### src/source/ctrl_pkg.sv
package ctrl_pkg;

  //////////////////////////////////////////////////
  // qmem bus widths
  //////////////////////////////////////////////////

  // word address space of the control block
  localparam int QAW = 22;
  // data word
  localparam int QDW = 32;

  //////////////////////////////////////////////////
  // register map
  //////////////////////////////////////////////////

  // slot index is address bits 4..2
  typedef enum logic [2:0] {
    REG_RST       = 3'd0,
    REG_CTRL      = 3'd1,
    REG_UART_TX   = 3'd2,
    REG_TIMER     = 3'd3,
    REG_SPI_DIV   = 3'd4,
    REG_SPI_CS    = 3'd5,
    REG_SPI_DAT   = 3'd6,
    REG_SPI_BLOCK = 3'd7
  } reg_idx_t;

  // bus owner in the arbiter
  typedef enum logic {
    OWN_CPU = 1'b0,
    OWN_DBG = 1'b1
  } owner_t;

  // spi sequencer
  typedef enum logic [1:0] {
    SPI_IDLE  = 2'd0,
    SPI_SHIFT = 2'd1,
    SPI_TAIL  = 2'd2
  } spi_state_t;

endpackage

### src/source/ctrl_ifs.sv
`timescale 1ns/1ps

// qmem request/ack bus
// master holds the request until ack seen at a rising edge
interface qmem_if;
  import ctrl_pkg::*;

  logic [QAW-1:0] adr;
  logic           cs;
  logic           we;
  logic [QDW-1:0] dat_w;
  // valid one cycle after the read ack
  logic [QDW-1:0] dat_r;
  // combinational from the slave
  logic           ack;

  modport master (output adr, cs, we, dat_w, input dat_r, ack);
  modport slave  (input adr, cs, we, dat_w, output dat_r, ack);

endinterface

// register decoder to spi master
interface spi_reg_if;
  import ctrl_pkg::*;

  // one-cycle write strobes
  logic           wr_div;
  logic           wr_cs;
  logic           wr_dat;
  logic           wr_block;
  logic [QDW-1:0] wdata;
  // status back from the shifter
  logic           busy;
  logic [7:0]     rd_byte;
  logic [5:0]     div_val;

  modport decoder (
    output wr_div, wr_cs, wr_dat, wr_block, wdata,
    input  busy, rd_byte, div_val
  );
  modport peripheral (
    input  wr_div, wr_cs, wr_dat, wr_block, wdata,
    output busy, rd_byte, div_val
  );

endinterface

### src/source/qmem_arbiter.sv
`timescale 1ns/1ps

module qmem_arbiter (
  input  logic   clk,
  input  logic   rst,
  qmem_if.slave  cpu,
  qmem_if.slave  dbg,
  qmem_if.master bus
);
  import ctrl_pkg::*;

  owner_t owner;
  owner_t grant;
  owner_t other;
  owner_t rd_owner;
  logic   lock;
  logic   gnt_cs;
  logic   other_cs;
  logic   done;

  //////////////////////////////////////////////////
  // grant, combinational
  //////////////////////////////////////////////////

  // locked owner keeps the bus, else owner has priority
  always_comb begin
    if (lock) begin
      grant = owner;
    end else if (owner == OWN_CPU) begin
      grant = (cpu.cs || !dbg.cs) ? OWN_CPU : OWN_DBG;
    end else begin
      grant = (dbg.cs || !cpu.cs) ? OWN_DBG : OWN_CPU;
    end
  end

  assign other    = (grant == OWN_CPU) ? OWN_DBG : OWN_CPU;
  assign gnt_cs   = (grant == OWN_CPU) ? cpu.cs : dbg.cs;
  assign other_cs = (grant == OWN_CPU) ? dbg.cs : cpu.cs;
  // transfer ends at this edge
  assign done     = gnt_cs && bus.ack;

  // request mux onto the slave
  assign bus.adr   = (grant == OWN_CPU) ? cpu.adr : dbg.adr;
  assign bus.we    = (grant == OWN_CPU) ? cpu.we : dbg.we;
  assign bus.dat_w = (grant == OWN_CPU) ? cpu.dat_w : dbg.dat_w;
  assign bus.cs    = gnt_cs;

  // ack only to the granted side, the other one waits
  assign cpu.ack = (grant == OWN_CPU) && bus.ack;
  assign dbg.ack = (grant == OWN_DBG) && bus.ack;

  // read data trails ack by one cycle
  assign cpu.dat_r = (rd_owner == OWN_CPU) ? bus.dat_r : '0;
  assign dbg.dat_r = (rd_owner == OWN_DBG) ? bus.dat_r : '0;

  //////////////////////////////////////////////////
  // owner and lock
  //////////////////////////////////////////////////

  always_ff @(posedge clk or posedge rst) begin
    if (rst) begin
      owner    <= OWN_CPU;
      lock     <= 1'b0;
      rd_owner <= OWN_CPU;
    end else if (done) begin
      // hand over if the other side is waiting
      lock     <= 1'b0;
      owner    <= other_cs ? other : grant;
      rd_owner <= grant;
    end else begin
      lock  <= gnt_cs;
      owner <= grant;
    end
  end

endmodule

### src/source/ctrl_regs.sv
`timescale 1ns/1ps

module ctrl_regs (
  input  logic        clk,
  input  logic        rst,
  qmem_if.slave       bus,
  input  logic [3:0]  ctrl_cfg,
  output logic [3:0]  ctrl_status,
  output logic        sys_rst,
  output logic        aux_rst,
  output logic        tx_wr,
  output logic [7:0]  tx_byte,
  input  logic        tx_ready,
  output logic        tmr_wr,
  output logic [15:0] tmr_load,
  input  logic [15:0] tmr_count,
  spi_reg_if.decoder  spi
);
  import ctrl_pkg::*;

  reg_idx_t   idx;
  reg_idx_t   rd_idx;
  logic       slot_rdy;
  logic       wr;
  logic [7:0] wr_sel;

  //////////////////////////////////////////////////
  // decode and ack
  //////////////////////////////////////////////////

  assign idx = reg_idx_t'(bus.adr[4:2]);

  // uart stalls while shifting, spi while busy
  always_comb begin
    case (idx)
      REG_UART_TX: slot_rdy = tx_ready;
      REG_SPI_DIV,
      REG_SPI_CS,
      REG_SPI_DAT,
      REG_SPI_BLOCK: slot_rdy = !spi.busy;
      default: slot_rdy = 1'b1;
    endcase
  end

  assign bus.ack = bus.cs && slot_rdy;

  // one-hot strobe, only in the ack cycle
  assign wr     = bus.ack && bus.we;
  assign wr_sel = wr ? (8'd1 << idx) : 8'd0;

  // peripheral strobes and data
  assign tx_wr        = wr_sel[REG_UART_TX];
  assign tx_byte      = bus.dat_w[7:0];
  assign tmr_wr       = wr_sel[REG_TIMER];
  assign tmr_load     = bus.dat_w[15:0];
  assign spi.wr_div   = wr_sel[REG_SPI_DIV];
  assign spi.wr_cs    = wr_sel[REG_SPI_CS];
  assign spi.wr_dat   = wr_sel[REG_SPI_DAT];
  assign spi.wr_block = wr_sel[REG_SPI_BLOCK];
  assign spi.wdata    = bus.dat_w;

  //////////////////////////////////////////////////
  // reset and status bits
  //////////////////////////////////////////////////

  always_ff @(posedge clk or posedge rst) begin
    if (rst) begin
      sys_rst <= 1'b0;
      aux_rst <= 1'b0;
    end else if (wr_sel[REG_RST]) begin
      sys_rst <= bus.dat_w[0];
      aux_rst <= bus.dat_w[1];
    end
  end

  // status nibble lives in bits 19..16
  always_ff @(posedge clk or posedge rst) begin
    if (rst) begin
      ctrl_status <= 4'd0;
    end else if (wr_sel[REG_CTRL]) begin
      ctrl_status <= bus.dat_w[19:16];
    end
  end

  //////////////////////////////////////////////////
  // read path
  //////////////////////////////////////////////////

  // slot of the last acked access
  always_ff @(posedge clk or posedge rst) begin
    if (rst) begin
      rd_idx <= REG_RST;
    end else if (bus.ack) begin
      rd_idx <= idx;
    end
  end

  // write-only slots read as zero
  always_comb begin
    case (rd_idx)
      REG_CTRL:    bus.dat_r = {{(QDW-4){1'b0}}, ctrl_cfg};
      REG_TIMER:   bus.dat_r = {{(QDW-16){1'b0}}, tmr_count};
      REG_SPI_DIV: bus.dat_r = {{(QDW-6){1'b0}}, spi.div_val};
      REG_SPI_DAT: bus.dat_r = {{(QDW-8){1'b0}}, spi.rd_byte};
      default:     bus.dat_r = '0;
    endcase
  end

endmodule

### src/source/uart_tx.sv
`timescale 1ns/1ps

module uart_tx #(
  parameter int CLK_PER_BIT = 434
) (
  input  logic       clk,
  input  logic       rst,
  input  logic       tx_wr,
  input  logic [7:0] tx_byte,
  output logic       tx_ready,
  output logic       txd
);

  localparam int TW = $clog2(CLK_PER_BIT + 1);
  localparam logic [TW-1:0] BIT_LAST = TW'(CLK_PER_BIT - 1);

  logic [TW-1:0] bit_tmr;
  logic [3:0]    bit_cnt;
  logic [9:0]    shreg;
  logic          bit_end;
  logic          start;

  assign bit_end  = (bit_tmr == '0);
  assign tx_ready = bit_end && (bit_cnt == 4'd0);
  assign start    = tx_wr && tx_ready;

  // bit timer, reloads while bits remain
  always_ff @(posedge clk or posedge rst) begin
    if (rst) begin
      bit_tmr <= '0;
    end else if (start) begin
      bit_tmr <= BIT_LAST;
    end else if (!bit_end) begin
      bit_tmr <= bit_tmr - 1'b1;
    end else if (bit_cnt != 4'd0) begin
      bit_tmr <= BIT_LAST;
    end
  end

  // bits left after the current one
  always_ff @(posedge clk or posedge rst) begin
    if (rst) begin
      bit_cnt <= 4'd0;
    end else if (start) begin
      bit_cnt <= 4'd9;
    end else if (bit_end && (bit_cnt != 4'd0)) begin
      bit_cnt <= bit_cnt - 4'd1;
    end
  end

  // stop, data lsb first, start; idle line high
  always_ff @(posedge clk or posedge rst) begin
    if (rst) begin
      shreg <= 10'h3ff;
    end else if (start) begin
      shreg <= {1'b1, tx_byte, 1'b0};
    end else if (bit_end && (bit_cnt != 4'd0)) begin
      shreg <= {1'b1, shreg[9:1]};
    end
  end

  assign txd = shreg[0];

endmodule

### src/source/ms_timer.sv
`timescale 1ns/1ps

module ms_timer #(
  parameter int CLK_PER_TICK = 50000
) (
  input  logic        clk,
  input  logic        rst,
  input  logic        tmr_wr,
  input  logic [15:0] tmr_load,
  output logic [15:0] count
);

  localparam int PW = $clog2(CLK_PER_TICK + 1);
  localparam logic [PW-1:0] PRE_LAST = PW'(CLK_PER_TICK - 1);

  logic [PW-1:0] pre;
  logic          tick;

  // prescaler wraps once per tick
  assign tick = (pre == '0);

  always_ff @(posedge clk or posedge rst) begin
    if (rst) begin
      pre   <= PRE_LAST;
      count <= 16'd0;
    end else if (tmr_wr) begin
      // load also restarts the tick period
      pre   <= PRE_LAST;
      count <= tmr_load;
    end else if (tick) begin
      pre   <= PRE_LAST;
      count <= count + 16'd1;
    end else begin
      pre <= pre - 1'b1;
    end
  end

endmodule

### src/source/spi_master.sv
`timescale 1ns/1ps

// mode 3: clock idles high, out on falling, in on rising
module spi_master #(
  parameter int SPI_DIV_RESET = 62
) (
  input  logic          clk,
  input  logic          rst,
  spi_reg_if.peripheral regs,
  output logic          spi_clk,
  output logic          spi_do,
  input  logic          spi_di,
  output logic [3:0]    spi_cs_n
);
  import ctrl_pkg::*;

  spi_state_t state;
  logic [5:0] div_r;
  logic [5:0] div_cnt;
  logic [3:0] half_cnt;
  logic [9:0] block;
  logic [7:0] sh_out;
  logic [7:0] sh_in;
  logic       half_end;
  logic       last_half;
  logic       toggle;
  logic [3:0] cs_mask;
  logic [3:0] cs_val;
  logic [3:0] cs_act;

  assign half_end  = (div_cnt == 6'd0);
  assign last_half = (half_cnt == 4'd15);
  // clock edge due, except the final high half of the last byte
  assign toggle = (state == SPI_SHIFT) && half_end && !(last_half && (block == 10'd0));

  //////////////////////////////////////////////////
  // config registers
  //////////////////////////////////////////////////

  always_ff @(posedge clk or posedge rst) begin
    if (rst) begin
      div_r <= 6'(SPI_DIV_RESET);
    end else if (regs.wr_div) begin
      div_r <= regs.wdata[5:0];
    end
  end

  // masked write touches only positions set in 7..4
  assign cs_mask = regs.wdata[7:4];
  assign cs_val  = regs.wdata[3:0];
  assign cs_act  = (|cs_mask) ? ((cs_mask & cs_val) | (~cs_mask & ~spi_cs_n)) : cs_val;

  always_ff @(posedge clk or posedge rst) begin
    if (rst) begin
      spi_cs_n <= 4'b1111;
    end else if (regs.wr_cs) begin
      spi_cs_n <= ~cs_act;
    end
  end

  // extra bytes, counted down at each byte boundary
  always_ff @(posedge clk or posedge rst) begin
    if (rst) begin
      block <= 10'd0;
    end else if (regs.wr_block) begin
      block <= regs.wdata[9:0];
    end else if (toggle && last_half) begin
      block <= block - 10'd1;
    end
  end

  //////////////////////////////////////////////////
  // sequencer
  //////////////////////////////////////////////////

  always_ff @(posedge clk or posedge rst) begin
    if (rst) begin
      state    <= SPI_IDLE;
      div_cnt  <= 6'd0;
      half_cnt <= 4'd0;
      spi_clk  <= 1'b1;
    end else begin
      case (state)
        SPI_IDLE: begin
          // first falling edge right at start
          if (regs.wr_dat) begin
            state    <= SPI_SHIFT;
            div_cnt  <= div_r;
            half_cnt <= 4'd0;
            spi_clk  <= 1'b0;
          end
        end
        SPI_SHIFT: begin
          if (!half_end) begin
            div_cnt <= div_cnt - 6'd1;
          end else begin
            div_cnt <= div_r;
            if (toggle) begin
              spi_clk  <= ~spi_clk;
              half_cnt <= half_cnt + 4'd1;
            end else begin
              state <= SPI_TAIL;
            end
          end
        end
        SPI_TAIL: begin
          // one more half period with clock high
          if (!half_end) begin
            div_cnt <= div_cnt - 6'd1;
          end else begin
            state <= SPI_IDLE;
          end
        end
        default: state <= SPI_IDLE;
      endcase
    end
  end

  //////////////////////////////////////////////////
  // shifters
  //////////////////////////////////////////////////

  // rotate so the byte is back in place after 8 falls
  always_ff @(posedge clk or posedge rst) begin
    if (rst) begin
      sh_out <= 8'hff;
    end else if ((state == SPI_IDLE) && regs.wr_dat) begin
      sh_out <= regs.wdata[7:0];
    end else if (toggle && spi_clk) begin
      sh_out <= {sh_out[6:0], sh_out[7]};
    end
  end

  // sample on rising edge
  always_ff @(posedge clk) begin
    if (toggle && !spi_clk) begin
      sh_in <= {sh_in[6:0], spi_di};
    end
  end

  assign spi_do       = sh_out[7];
  assign regs.busy    = (state != SPI_IDLE);
  assign regs.rd_byte = sh_in;
  assign regs.div_val = div_r;

endmodule

### src/source/ctrl_top.sv
`timescale 1ns/1ps

module ctrl_top #(
  parameter int CLK_PER_BIT   = 434,
  parameter int CLK_PER_TICK  = 50000,
  parameter int SPI_DIV_RESET = 62
) (
  input  logic                     clk,
  input  logic                     rst,
  // processor port
  input  logic [ctrl_pkg::QAW-1:0] cpu_adr,
  input  logic                     cpu_cs,
  input  logic                     cpu_we,
  input  logic [ctrl_pkg::QDW-1:0] cpu_dat_w,
  output logic [ctrl_pkg::QDW-1:0] cpu_dat_r,
  output logic                     cpu_ack,
  // debug port
  input  logic [ctrl_pkg::QAW-1:0] dbg_adr,
  input  logic                     dbg_cs,
  input  logic                     dbg_we,
  input  logic [ctrl_pkg::QDW-1:0] dbg_dat_w,
  output logic [ctrl_pkg::QDW-1:0] dbg_dat_r,
  output logic                     dbg_ack,
  // pins
  input  logic [3:0]               ctrl_cfg,
  output logic [3:0]               ctrl_status,
  output logic                     sys_rst,
  output logic                     aux_rst,
  output logic                     uart_txd,
  output logic [3:0]               spi_cs_n,
  output logic                     spi_clk,
  output logic                     spi_do,
  input  logic                     spi_di
);

  logic        tx_wr;
  logic [7:0]  tx_byte;
  logic        tx_ready;
  logic        tmr_wr;
  logic [15:0] tmr_load;
  logic [15:0] tmr_count;

  qmem_if    cpu_q ();
  qmem_if    dbg_q ();
  qmem_if    reg_q ();
  spi_reg_if spi_q ();

  //////////////////////////////////////////////////
  // master ports onto the bus
  //////////////////////////////////////////////////

  assign cpu_q.adr   = cpu_adr;
  assign cpu_q.cs    = cpu_cs;
  assign cpu_q.we    = cpu_we;
  assign cpu_q.dat_w = cpu_dat_w;
  assign cpu_dat_r   = cpu_q.dat_r;
  assign cpu_ack     = cpu_q.ack;

  assign dbg_q.adr   = dbg_adr;
  assign dbg_q.cs    = dbg_cs;
  assign dbg_q.we    = dbg_we;
  assign dbg_q.dat_w = dbg_dat_w;
  assign dbg_dat_r   = dbg_q.dat_r;
  assign dbg_ack     = dbg_q.ack;

  qmem_arbiter arb0 (
    .clk (clk),
    .rst (rst),
    .cpu (cpu_q),
    .dbg (dbg_q),
    .bus (reg_q)
  );

  ctrl_regs regs0 (
    .clk         (clk),
    .rst         (rst),
    .bus         (reg_q),
    .ctrl_cfg    (ctrl_cfg),
    .ctrl_status (ctrl_status),
    .sys_rst     (sys_rst),
    .aux_rst     (aux_rst),
    .tx_wr       (tx_wr),
    .tx_byte     (tx_byte),
    .tx_ready    (tx_ready),
    .tmr_wr      (tmr_wr),
    .tmr_load    (tmr_load),
    .tmr_count   (tmr_count),
    .spi         (spi_q)
  );

  //////////////////////////////////////////////////
  // peripherals
  //////////////////////////////////////////////////

  uart_tx #(.CLK_PER_BIT(CLK_PER_BIT)) uart0 (
    .clk      (clk),
    .rst      (rst),
    .tx_wr    (tx_wr),
    .tx_byte  (tx_byte),
    .tx_ready (tx_ready),
    .txd      (uart_txd)
  );

  ms_timer #(.CLK_PER_TICK(CLK_PER_TICK)) tmr0 (
    .clk      (clk),
    .rst      (rst),
    .tmr_wr   (tmr_wr),
    .tmr_load (tmr_load),
    .count    (tmr_count)
  );

  spi_master #(.SPI_DIV_RESET(SPI_DIV_RESET)) spi0 (
    .clk      (clk),
    .rst      (rst),
    .regs     (spi_q),
    .spi_clk  (spi_clk),
    .spi_do   (spi_do),
    .spi_di   (spi_di),
    .spi_cs_n (spi_cs_n)
  );

endmodule

### config.mk
export PLATFORM = sky130hd
export DESIGN_NAME = ctrl_top
export DESIGN_NICKNAME = d
export VERILOG_FILES = /design/src/source/ctrl_pkg.sv /design/src/source/ctrl_ifs.sv /design/src/source/qmem_arbiter.sv /design/src/source/ctrl_regs.sv /design/src/source/uart_tx.sv /design/src/source/ms_timer.sv /design/src/source/spi_master.sv /design/src/source/ctrl_top.sv
export SDC_FILE = /design/constraint.sdc
export NUM_CORES = 1
export LEC_CHECK = 0
export BUFFER_PORTS_ARGS = -buffer_cell sky130_fd_sc_hd__clkbuf_2
export CAP_MARGIN = 5
export CORE_MARGIN = 10
export CORE_UTILIZATION = 48
export DETAILED_ROUTE_END_ITERATION = 7
export GPL_TIMING_DRIVEN = 1
export PLACE_DENSITY = 0.89
export SETUP_SLACK_MARGIN = 0.15
export SYNTH_ARGS = -nofsm -noshare
export SYNTH_HDL_FRONTEND = slang
export SYNTH_SLANG_ARGS = --single-unit
### constraint.sdc
create_clock -name clk -period 3.4 [get_ports clk]
set_clock_uncertainty 0.2 [all_clocks]
set_input_delay 0.68 -clock clk [delete_from_list [all_inputs] [get_ports clk]]
set_output_delay 0.68 -clock clk [all_outputs]
set_load 0.02 [all_outputs]
==> impl_metrics.tcl, run 1 <==
set metrics [dict create \
    dieWidth_um 139 \
    syn2layout_area_growth_pct 21.4 \
    netlist-cell-type-count 66 \
    syn_area_per_cell_um2 9.52 \
    intPower_w 0.00405 \
    ant_nets 0 \
    clk_path_buf_depth 2 \
    ir_drop_v 0.000652 \
    routed_wl_mm 18.7 \
    num_rows 43 \
    setup_violations 0 \
    grt_max_degree 48 \
    hold_class "input port to asynchronous set/reset pin" \
    cts_tree "built" \
    power.share.combinational 0.361 \
    diodes 0 \
    switching_share 0.373 \
    clk_pin_slew_worst_paths_ns 0.06 \
    cp_num_buf_inv 1 \
    slowest_stage "dfrtp_2" \
    end_kind "output port" \
    ys_warn_count 0 \
    slowest_delay_ns 0.43 \
    grt_pass1_vias 6067 \
    num_vias 5982 \
    cts_sinks 115 \
    grt_pass1_wl_mm 30.1 \
    cp_cell_sequence "nor4_4 -> and4b_2 -> nand2_4 -> nand4_1 -> nand3b_1 -> nor2_2 -> clkbuf_8" \
    cp_max_fo 5 \
    cts_max_level 4 \
    synth_ff_type "dfrtp_1" \
    synth_edf_count 8 \
    worst_pin_slew_ns 0.697 \
    power.switching_w 0.00241 \
    final_util 0.596 \
    drt_iter0_drc 666 \
    maxCapViolCount 0 \
    layout_min_cycle_time_ns 3.21 \
    dr.pass1.iters 6 \
    nNetsFinal 976 \
    netlist_instances 716 \
    p_clk_frac 0.302 \
    wl_per_cell_um 18.1 \
    placed_area_mm2 0.00746 \
    clk_latency_ns 0.42 \
    yosysSeqAreaShare 0.435 \
    hold_violations 0 \
    startpoint_type "flop" \
    path_delay_family "simple AND/OR/NAND/NOR gates" \
    io_pins 198 \
    gp_congestion 0.905 \
    numCtsBuffers 17 \
    core-area_mm2 0.0139 \
    yosys.area.top_type_share 0.261 \
    outcome "completed" \
    final.period_utilization 0.944 \
    die_height_um 139 \
    grt_setup_unrepaired "yes" \
    synth.area.top_cells "dfrtp_1 26%, dfstp_2 14%, nor2_1 5.0%" \
    final_common_cell "clkbuf_2" \
    die_area_mm2 0.0194 \
    design_area_mm2 0.00827 \
    via_per_inst 5.78 \
    slew_viol_final 0 \
    async_reset_ff_frac 0.930 \
    remaining_drc_errors 0 \
    antenna_found_initial 0 \
    worstPathRequired_ns 2.52 \
    layout-drive-gt1-share 0.292 \
    grt_overflow 0 \
    grtUsageTotal 0.186 \
    total_power_w 0.00646 \
    start_util 0.491 \
    fin_setup_tns_ns 0 \
    p_leak_nw 3.67 \
    fmax_mhz 312 \
    worstSetupPathType "flop to output port" \
    dpl.hpwl_mm 13.0 \
    synth-seq-cells 115 \
    mappedNetlistArea_mm2 0.00682 \
    worst_ep_arrival_time_ns 2.33 \
    layout_common_cells "101 x clkbuf_2, 89 x nor2_1, 67 x dfrtp_1" \
    relSlewSlack 0.533 \
    portBuffers 103 \
    clockRootBuffer "clkbuf_16" \
    power-per-cell-area_mw_per_mm2 781 \
    synth_top_cell_by_area "dfrtp_1" \
    p_seq_frac 0.337 \
]
-- power by group through the flow --
| stage | clock (W) | sequential (W) | combinational (W) |
|---|---|---|---|
| floorplan | 0 | 0.00206 | 0.00160 |
| global placement | 0 | 0.00214 | 0.00208 |
| detailed placement | 0 | 0.00216 | 0.00215 |
| CTS | 0.00196 | 0.00215 | 0.00226 |
| global route | 0.00204 | 0.00222 | 0.00253 |
| finish | 0.00195 | 0.00218 | 0.00233 |
-- worst paths after layout --
check                                startpoint                    to  slack (ns)  cells after the start
setup / recovery               uart0.bit_tmr[5]               dbg_ack        0.19                      7
hold / removal                              rst       spi0.div_cnt[2]        0.05                      2
setup reg to reg                      arb0.lock       spi0.div_cnt[1]        0.65                      8
hold reg to reg            spi0.regs.rd_byte[6]  spi0.regs.rd_byte[7]        0.24                      0
max in group asynchronous                   rst        spi0.sh_out[2]        2.22                      3
min in group clk                         spi_di  spi0.regs.rd_byte[0]        0.24                      1
-- cell usage after synthesis (3+ instances only) --
cell type  count
xor2_1        23
and2_1        21
buf_4         34
nand2b_1       7
o21a_1         3
o31ai_1        9
o22a_1         3
xnor2_1       18
and3_1         5
o31a_1         3
nand3b_1       3
nand2_1       43
nand4_1       14
dfstp_2       36
o32ai_1        3
o22ai_1        7
inv_1         28
o21ai_1        4
buf_2          8
a22oi_1        5
o21ai_0       16
ha_1          15
or3_1          4
nor3_1        19
a31oi_1        6
nand3_1       18
edfxtp_1       8
nor2b_1        3
o211ai_1       3
nor4_1         7
or4_1          3
mux2i_1       32
clkbuf_1      13
mux2_2        26
dfrtp_1       71
a21oi_1       58
a32oi_1        3
nor3b_1        6
nor2_1        91
-- sequential cells by signal, summed over array words and instances, names as in the netlist, named ones only --
signal / count
arb0.lock: 1
arb0.owner: 1
arb0.rd_owner: 1
regs0.aux_rst: 1
regs0.ctrl_status: 4
regs0.rd_idx: 3
regs0.sys_rst: 1
spi0.block: 10
spi0.div_cnt: 6
spi0.half_cnt: 4
spi0.regs.div_val: 6
spi0.regs.rd_byte: 8
spi0.sh_out: 8
spi0.spi_clk: 1
spi0.state: 2
tmr0.count: 16
tmr0.pre: 16
uart0.bit_cnt: 4
uart0.bit_tmr: 9
uart0.shreg: 9
-- logic make-up after synthesis --
family / synth area share
flip-flops: 0.435
AND/OR/NAND/NOR: 0.187
multiplexers: 0.0899
AO/OA/AOI/OAI: 0.140
XOR/XNOR: 0.0527
buffers and inverters: 0.0675
other: 0.000550
adder cells (fa/ha/maj): 0.0275
-- area by class of cell --
type	count	area, µm²
Clock buffer	22	464
Clock inverter	10	179
Fill cell	1065	5610
Inverter	28	109
Multi-Input combinational cell	548	3570
Sequential cell	115	2970
Tap cell	180	225
Timing Repair Buffer	132	757
-- per-stage QoR --
stage	std cells	hold slack, ns	setup slack [ns]
2_1_floorplan	747	0.220	0.290
3_3_place_gp	991	0.228	0.161
3_5_place_dp	991	0.235	0.125
4_1_cts	1028	0.0597	0.179
5_1_grt	1035	0.0687	0.116
6_report	1035	0.0525	0.192
-- routing by layer --
metal | global-route usage | vias to the layer above | routed length, µm
met4 | 0.0643 | 0 | 368
li1 | - | 2763 | -
met5 | 0 | - | 0
met2 | 0.327 | 261 | 9650
met3 | 0.0575 | 40 | 1480
met1 | 0.208 | 2918 | 7240
-- timing repair --
item                                    CTS  global route
pin swaps                                 5             4
buffers inserted                          5             7
gates resized for setup                  13            10
endpoints found under the setup margin    2             4
cloned                                    0             0
hold buffers                              0             0
No activity file was read; power rests on OpenSTA's default activity.
==> run 2: changes to the inputs <==
--- a/config.mk
+++ b/config.mk
@@ -9,4 +9,6 @@
 export CAP_MARGIN = 5
+export CELL_PAD_IN_SITES_DETAIL_PLACEMENT = 1
+export CELL_PAD_IN_SITES_GLOBAL_PLACEMENT = 1
 export CORE_MARGIN = 10
-export CORE_UTILIZATION = 48
+export CORE_UTILIZATION = 36
 export DETAILED_ROUTE_END_ITERATION = 7
--- a/constraint.sdc
+++ b/constraint.sdc
@@ -4,2 +4,2 @@
 set_output_delay 0.68 -clock clk [all_outputs]
-set_load 0.02 [all_outputs]
+set_load 0.01 [all_outputs]
==> run 2 against run 1 <==
Net effect:
- sequential power about the same
- flip-flop and latch count stayed put
- non-clock buffer count down 5
- global-route usage shrank 1.7 points
- power is 5.5% lower
- routed wire length grew 13%
- core utilization fell by 16 points
- clock power down 11%
- cell count increased by 4.7%
==> impl_metrics.tcl, run 2 (same netlist as run 1, synthesis figures left out) <==
set metrics [dict create \
    grt_use_met1 0.192 \
    grtUsageTotal 0.169 \
    maxCapViolCount 0 \
    p_seq_frac 0.358 \
    layout-drive-gt1-share 0.279 \
    clockRootBuffer "clkbuf_16" \
    dpl.hpwl_mm 15.4 \
    grt_max_degree 108 \
    relSlewSlack 0.526 \
    cts_tree "built" \
    grt_setup_unrepaired "no" \
    intPower_w 0.00381 \
    die_height_um 158 \
    gr-usage-met3 0.0421 \
    cts_sinks 115 \
    fmax_mhz 322 \
    placed_area_mm2 0.00754 \
    remaining_drc_errors 0 \
    p_leak_nw 3.59 \
    worst_ep_arrival_time_ns 2.23 \
    layout_common_cells "102 x clkbuf_2, 90 x nor2_1, 68 x dfrtp_1" \
    p_clk_frac 0.285 \
    fillers 2191 \
    met2_usage 0.295 \
    worstPathRequired_ns 2.52 \
    worst_pin_slew_ns 0.709 \
    dr.pass1.iters 4 \
    nNetsFinal 971 \
    io_pins 198 \
    largest_registers "tmr0.count x16, tmr0.pre x16, spi0.block x10" \
    crit_start "arb0.lock" \
    power-per-cell-area_mw_per_mm2 745 \
    cp_max_fo 8 \
    clk_latency_ns 0.42 \
    numCtsBuffers 17 \
    ir_drop_v 0.000467 \
    reg2reg_from "arb0.lock" \
    grt_pass1_vias 6433 \
    dieWidth_um 158 \
    die_area_mm2 0.0248 \
    final_common_cell "clkbuf_2" \
    setup_violations 0 \
    fin_setup_tns_ns 0 \
    layout_min_cycle_time_ns 3.11 \
    hold_class "input port to asynchronous set/reset pin" \
    diodes 0 \
    switching_share 0.376 \
    final.period_utilization 0.915 \
    cts_max_level 4 \
    antenna_found_initial 0 \
    via_per_inst 5.45 \
    wl_per_cell_um 19.6 \
    power.switching_w 0.00229 \
    routed_wl_mm 21.2 \
    startpoint_type "flop" \
    num_rows 50 \
    hold_buffers 0 \
    worstSetupPathType "flop to output port" \
    grt-busiest-layer "met2" \
    clk_path_buf_depth 2 \
    clk_pin_slew_worst_paths_ns 0.05 \
    syn2layout_area_growth_pct 20.2 \
    power.share.combinational 0.357 \
    gp_congestion 0.840 \
    ant_nets 0 \
    hold_violations 0 \
    slew_viol_final 0 \
    holdWs_ns 0.207 \
    grt_pass1_wl_mm 33.4 \
    outcome "completed" \
    num_vias 5912 \
    portBuffers 103 \
    design_area_mm2 0.00820 \
    drt_iter0_drc 351 \
    end_kind "output port" \
    core-area_mm2 0.0186 \
    start_util 0.366 \
    grt_overflow 0 \
]
## run 2: cell count changes in the layout (fill, tap and decap cells not counted), sizes merged
cell and change:
buf -5, inv -1, clkbuf +6, clkinvlp -1, bufinv -4
## run 2: path summary, 6_finish.rpt
kind / to / slack, ns / cells after the start
max in group asynchronous: uart0.bit_tmr[4] / 2.31 / 3
min reg2reg: spi0.regs.rd_byte[3] / 0.26 / 0
min in group clk: spi0.regs.rd_byte[0] / 0.24 / 1
max: dbg_ack / 0.29 / 7
min: spi0.div_cnt[1] / 0.21 / 3
max reg2reg: spi0.block[1] / 0.64 / 8
## run 2: metrics by stage
stage / total power [W] / std cells / util / setup WS, ns
after global placement: 0.00414 / 1046 / 0.404 / 0.230
after global routing: 0.00648 / 1084 / 0.440 / 0.154
after detailed placement: 0.00425 / 1046 / 0.404 / 0.186
after CTS: 0.00606 / 1078 / 0.436 / 0.123
after floorplan: 0.00350 / 747 / - / 0.431
final: 0.00611 / 1084 / 0.440 / 0.290
## run 2: routing by layer
layer / part of all wire / routed length [µm]
met5: 0 / 0
met4: 0.021 / 446
met3: 0.059 / 1250
met1: 0.40 / 8570
met2: 0.52 / 10900
## run 2: power groups by stage
stage	registers, W	clock network (W)	logic [W]
2_1_floorplan	0.00203	0	0.00148
3_3_place_gp	0.00214	0	0.00200
3_5_place_dp	0.00217	0	0.00208
4_1_cts	0.00218	0.00176	0.00212
5_1_grt	0.00224	0.00183	0.00240
6_report	0.00219	0.00174	0.00218
## run 2: final cells by class
type	count	area (µm²)	share of cell area
inverter	28	109	0.0133
timing repair buffer	127	708	0.0864
multi-input combinational	548	3550	0.433
clock buffer	28	528	0.0644
clock inverter	4	45.0	0.00550
sequential	115	2970	0.362
tap	234	293	0.0357
## run 2: critical path, cell delays in order, from the launching register on
cell and delay, ns:
dfrtp_2 0.43, and2b_2 0.28, o32ai_2 0.34, or3_4 0.20, nand4_1 0.15, nand3b_1 0.18, nor2_1 0.07, buf_2 0.17
## run 2: what timing repair did
action	in CTS	in global routing
pin swaps	0	6
resized for setup	4	9
endpoints found under the setup margin	2	2
gates cloned	0	0
setup buffers	0	6
==> run 3: changes to the inputs <==
- CAP_MARGIN: 5 -> 10
- CORE_UTILIZATION: 36 -> 38
- SYNTH_HIERARCHICAL: unset -> 1
==> run 3 against run 2 <==
Net effect:
- critical path depth up 1
- synthesized area up 20%
- synthesized cell count up 24%
- count of clock-buffer cells in the layout down 5
- hold slack better by 0.041 ns
- final area up 17%
- via count up 23%
- worst setup slack worse by 0.23 ns
- flip-flop and latch count unchanged
- cell count up 17%
- non-clock buffer count up 45
- global-route usage up 1.7 points
- critical path type unchanged
- largest cell class unchanged
- largest power group is now combinational logic
==> impl_metrics.tcl, run 3 <==
set metrics [dict create \
    outcome "completed" \
    hold_violations 0 \
    grtUsageTotal 0.186 \
    hold_class "input port to flop" \
    clk_latency_ns 0.42 \
    power.share.combinational 0.473 \
    startpoint_type "flop" \
    nNetsFinal 1116 \
    clockRootBuffer "clkbuf_16" \
    netlist_instances 887 \
    grt_max_degree 43 \
    grt_setup_unrepaired "yes" \
    setup_violations 0 \
    antenna_found_initial 0 \
    final_util 0.453 \
    core-area_mm2 0.0211 \
    fin_ws_ns 0.0558 \
    start_util 0.387 \
    dpl.hpwl_mm 18.4 \
    final.period_utilization 0.984 \
    end_kind "output port" \
    portBuffers 103 \
    worst_ep_arrival_time_ns 2.46 \
    die_height_um 166 \
    clk_pin_slew_worst_paths_ns 0.06 \
    power-per-cell-area_mw_per_mm2 835 \
    ir_drop_v 0.000460 \
    numCtsBuffers 17 \
    worstSetupPathType "flop to output port" \
    io_pins 198 \
    cts_sinks 115 \
    relSlewSlack 0.402 \
    diodes 0 \
    worstPathRequired_ns 2.52 \
    intPower_w 0.00459 \
    largest_registers "tmr0/count x16, tmr0/pre x16, spi0/block x10" \
    layout_min_cycle_time_ns 3.34 \
    clk_path_buf_depth 2 \
    syn2layout_area_growth_pct 17.3 \
    dp.cells 1217 \
    via_per_inst 5.71 \
    cts_max_level 4 \
    dpl_worst_slack_ns -0.0560 \
    maxCapViolCount 0 \
    dieWidth_um 166 \
    gp_congestion 0.838 \
    placed_area_mm2 0.00869 \
    dr.pass1.iters 5 \
    p_clk_frac 0.216 \
    instances_no_fill 1271 \
    remaining_drc_errors 0 \
    p_seq_frac 0.312 \
    mappedNetlistArea_mm2 0.00815 \
    layout-drive-gt1-share 0.309 \
    drt_iter0_drc 438 \
    final_common_cell "clkbuf_2" \
    num_vias 7255 \
    fmax_mhz 299 \
    grt_overflow 0 \
    ant_nets 0 \
    routed_wl_mm 26.9 \
    cp_max_fo 5 \
    grt_pass1_wl_mm 42.8 \
    wl_per_cell_um 21.2 \
    p_leak_nw 4.08 \
    worst_pin_slew_ns 0.896 \
    syn_area_per_cell_um2 9.19 \
    design_area_mm2 0.00956 \
    slew_viol_final 0 \
    num_rows 53 \
    die_area_mm2 0.0277 \
    power.switching_w 0.00339 \
    cts_tree "built" \
    ys_warn_count 6 \
    grt_pass1_vias 7759 \
    switching_share 0.425 \
    layout_common_cells "102 x clkbuf_2, 67 x dfrtp_1, 66 x buf_4" \
]
==> run 3: worst paths after layout <==
check,from,to,slack [ns],cells after the start
min reg2reg,spi0/regs.rd_byte[6],spi0/regs.rd_byte[7],0.26,0
min in group asynchronous,rst,arb0/lock,0.57,3
min,spi_di,spi0/regs.rd_byte[0],0.25,1
max,arb0/lock,dbg_ack,0.06,8
max in group asynchronous,rst,uart0/bit_tmr[0],1.48,3
max reg2reg,arb0/lock,uart0/bit_cnt[1],0.21,12
==> run 3: what timing repair did <==
item,CTS,global route
endpoints found under the setup margin,3,7
resized for setup,25,7
hold endpoints to repair,3,0
hold buffers,1,0
gates cloned,0,0
pin swaps,5,4
buffers inserted,17,4
==> run 3: power groups by stage <==
stage          registers [W]  clock network, W  logic [W]
2_1_floorplan        0.00224                 0    0.00277
3_3_place_gp         0.00244                 0    0.00326
3_5_place_dp         0.00248                 0    0.00343
4_1_cts              0.00247           0.00174    0.00364
5_1_grt              0.00255           0.00181    0.00410
6_report             0.00249           0.00172    0.00377
==> run 3: metrics by stage <==
| step | TNS (ns) | hold slack (ns) | power (W) |
|---|---|---|---|
| final | 0 | 0.248 | 0.00798 |
| after global placement | 0 | 0.231 | 0.00570 |
| after CTS | 0 | 0.238 | 0.00786 |
| after detailed placement | -0.132 | 0.249 | 0.00591 |
| after floorplan | 0 | 0.226 | 0.00502 |
| after global routing | -0.0102 | 0.242 | 0.00847 |
==> run 3: layout make-up <==
cell class | instances | area [µm²]
Clock inverter | 9 | 77.6
Sequential cell | 115 | 2970
Fill cell | 2472 | 11500
Multi-Input combinational cell | 623 | 4420
Inverter | 54 | 208
Clock buffer | 23 | 489
Timing Repair Buffer | 172 | 1050
Tap cell | 275 | 344
==> run 3: metal layers <==
layer	vias up	track usage	routed length, µm	part of all wire
met5	-	0	0	0
met4	0	0.0703	709	0.026
met3	55	0.0511	1660	0.061
met2	275	0.308	13200	0.49
met1	3624	0.227	11400	0.42
li1	3301	-	-	-
==> run 3: critical path: stages, from the launching register on <==
cell      delay (ns)
dfrtp_2         0.45
nor2b_4         0.23
nand2b_4        0.22
a31oi_4         0.14
or4b_4          0.57
nand3_4         0.11
inv_4           0.05
a21boi_1        0.11
buf_2           0.14
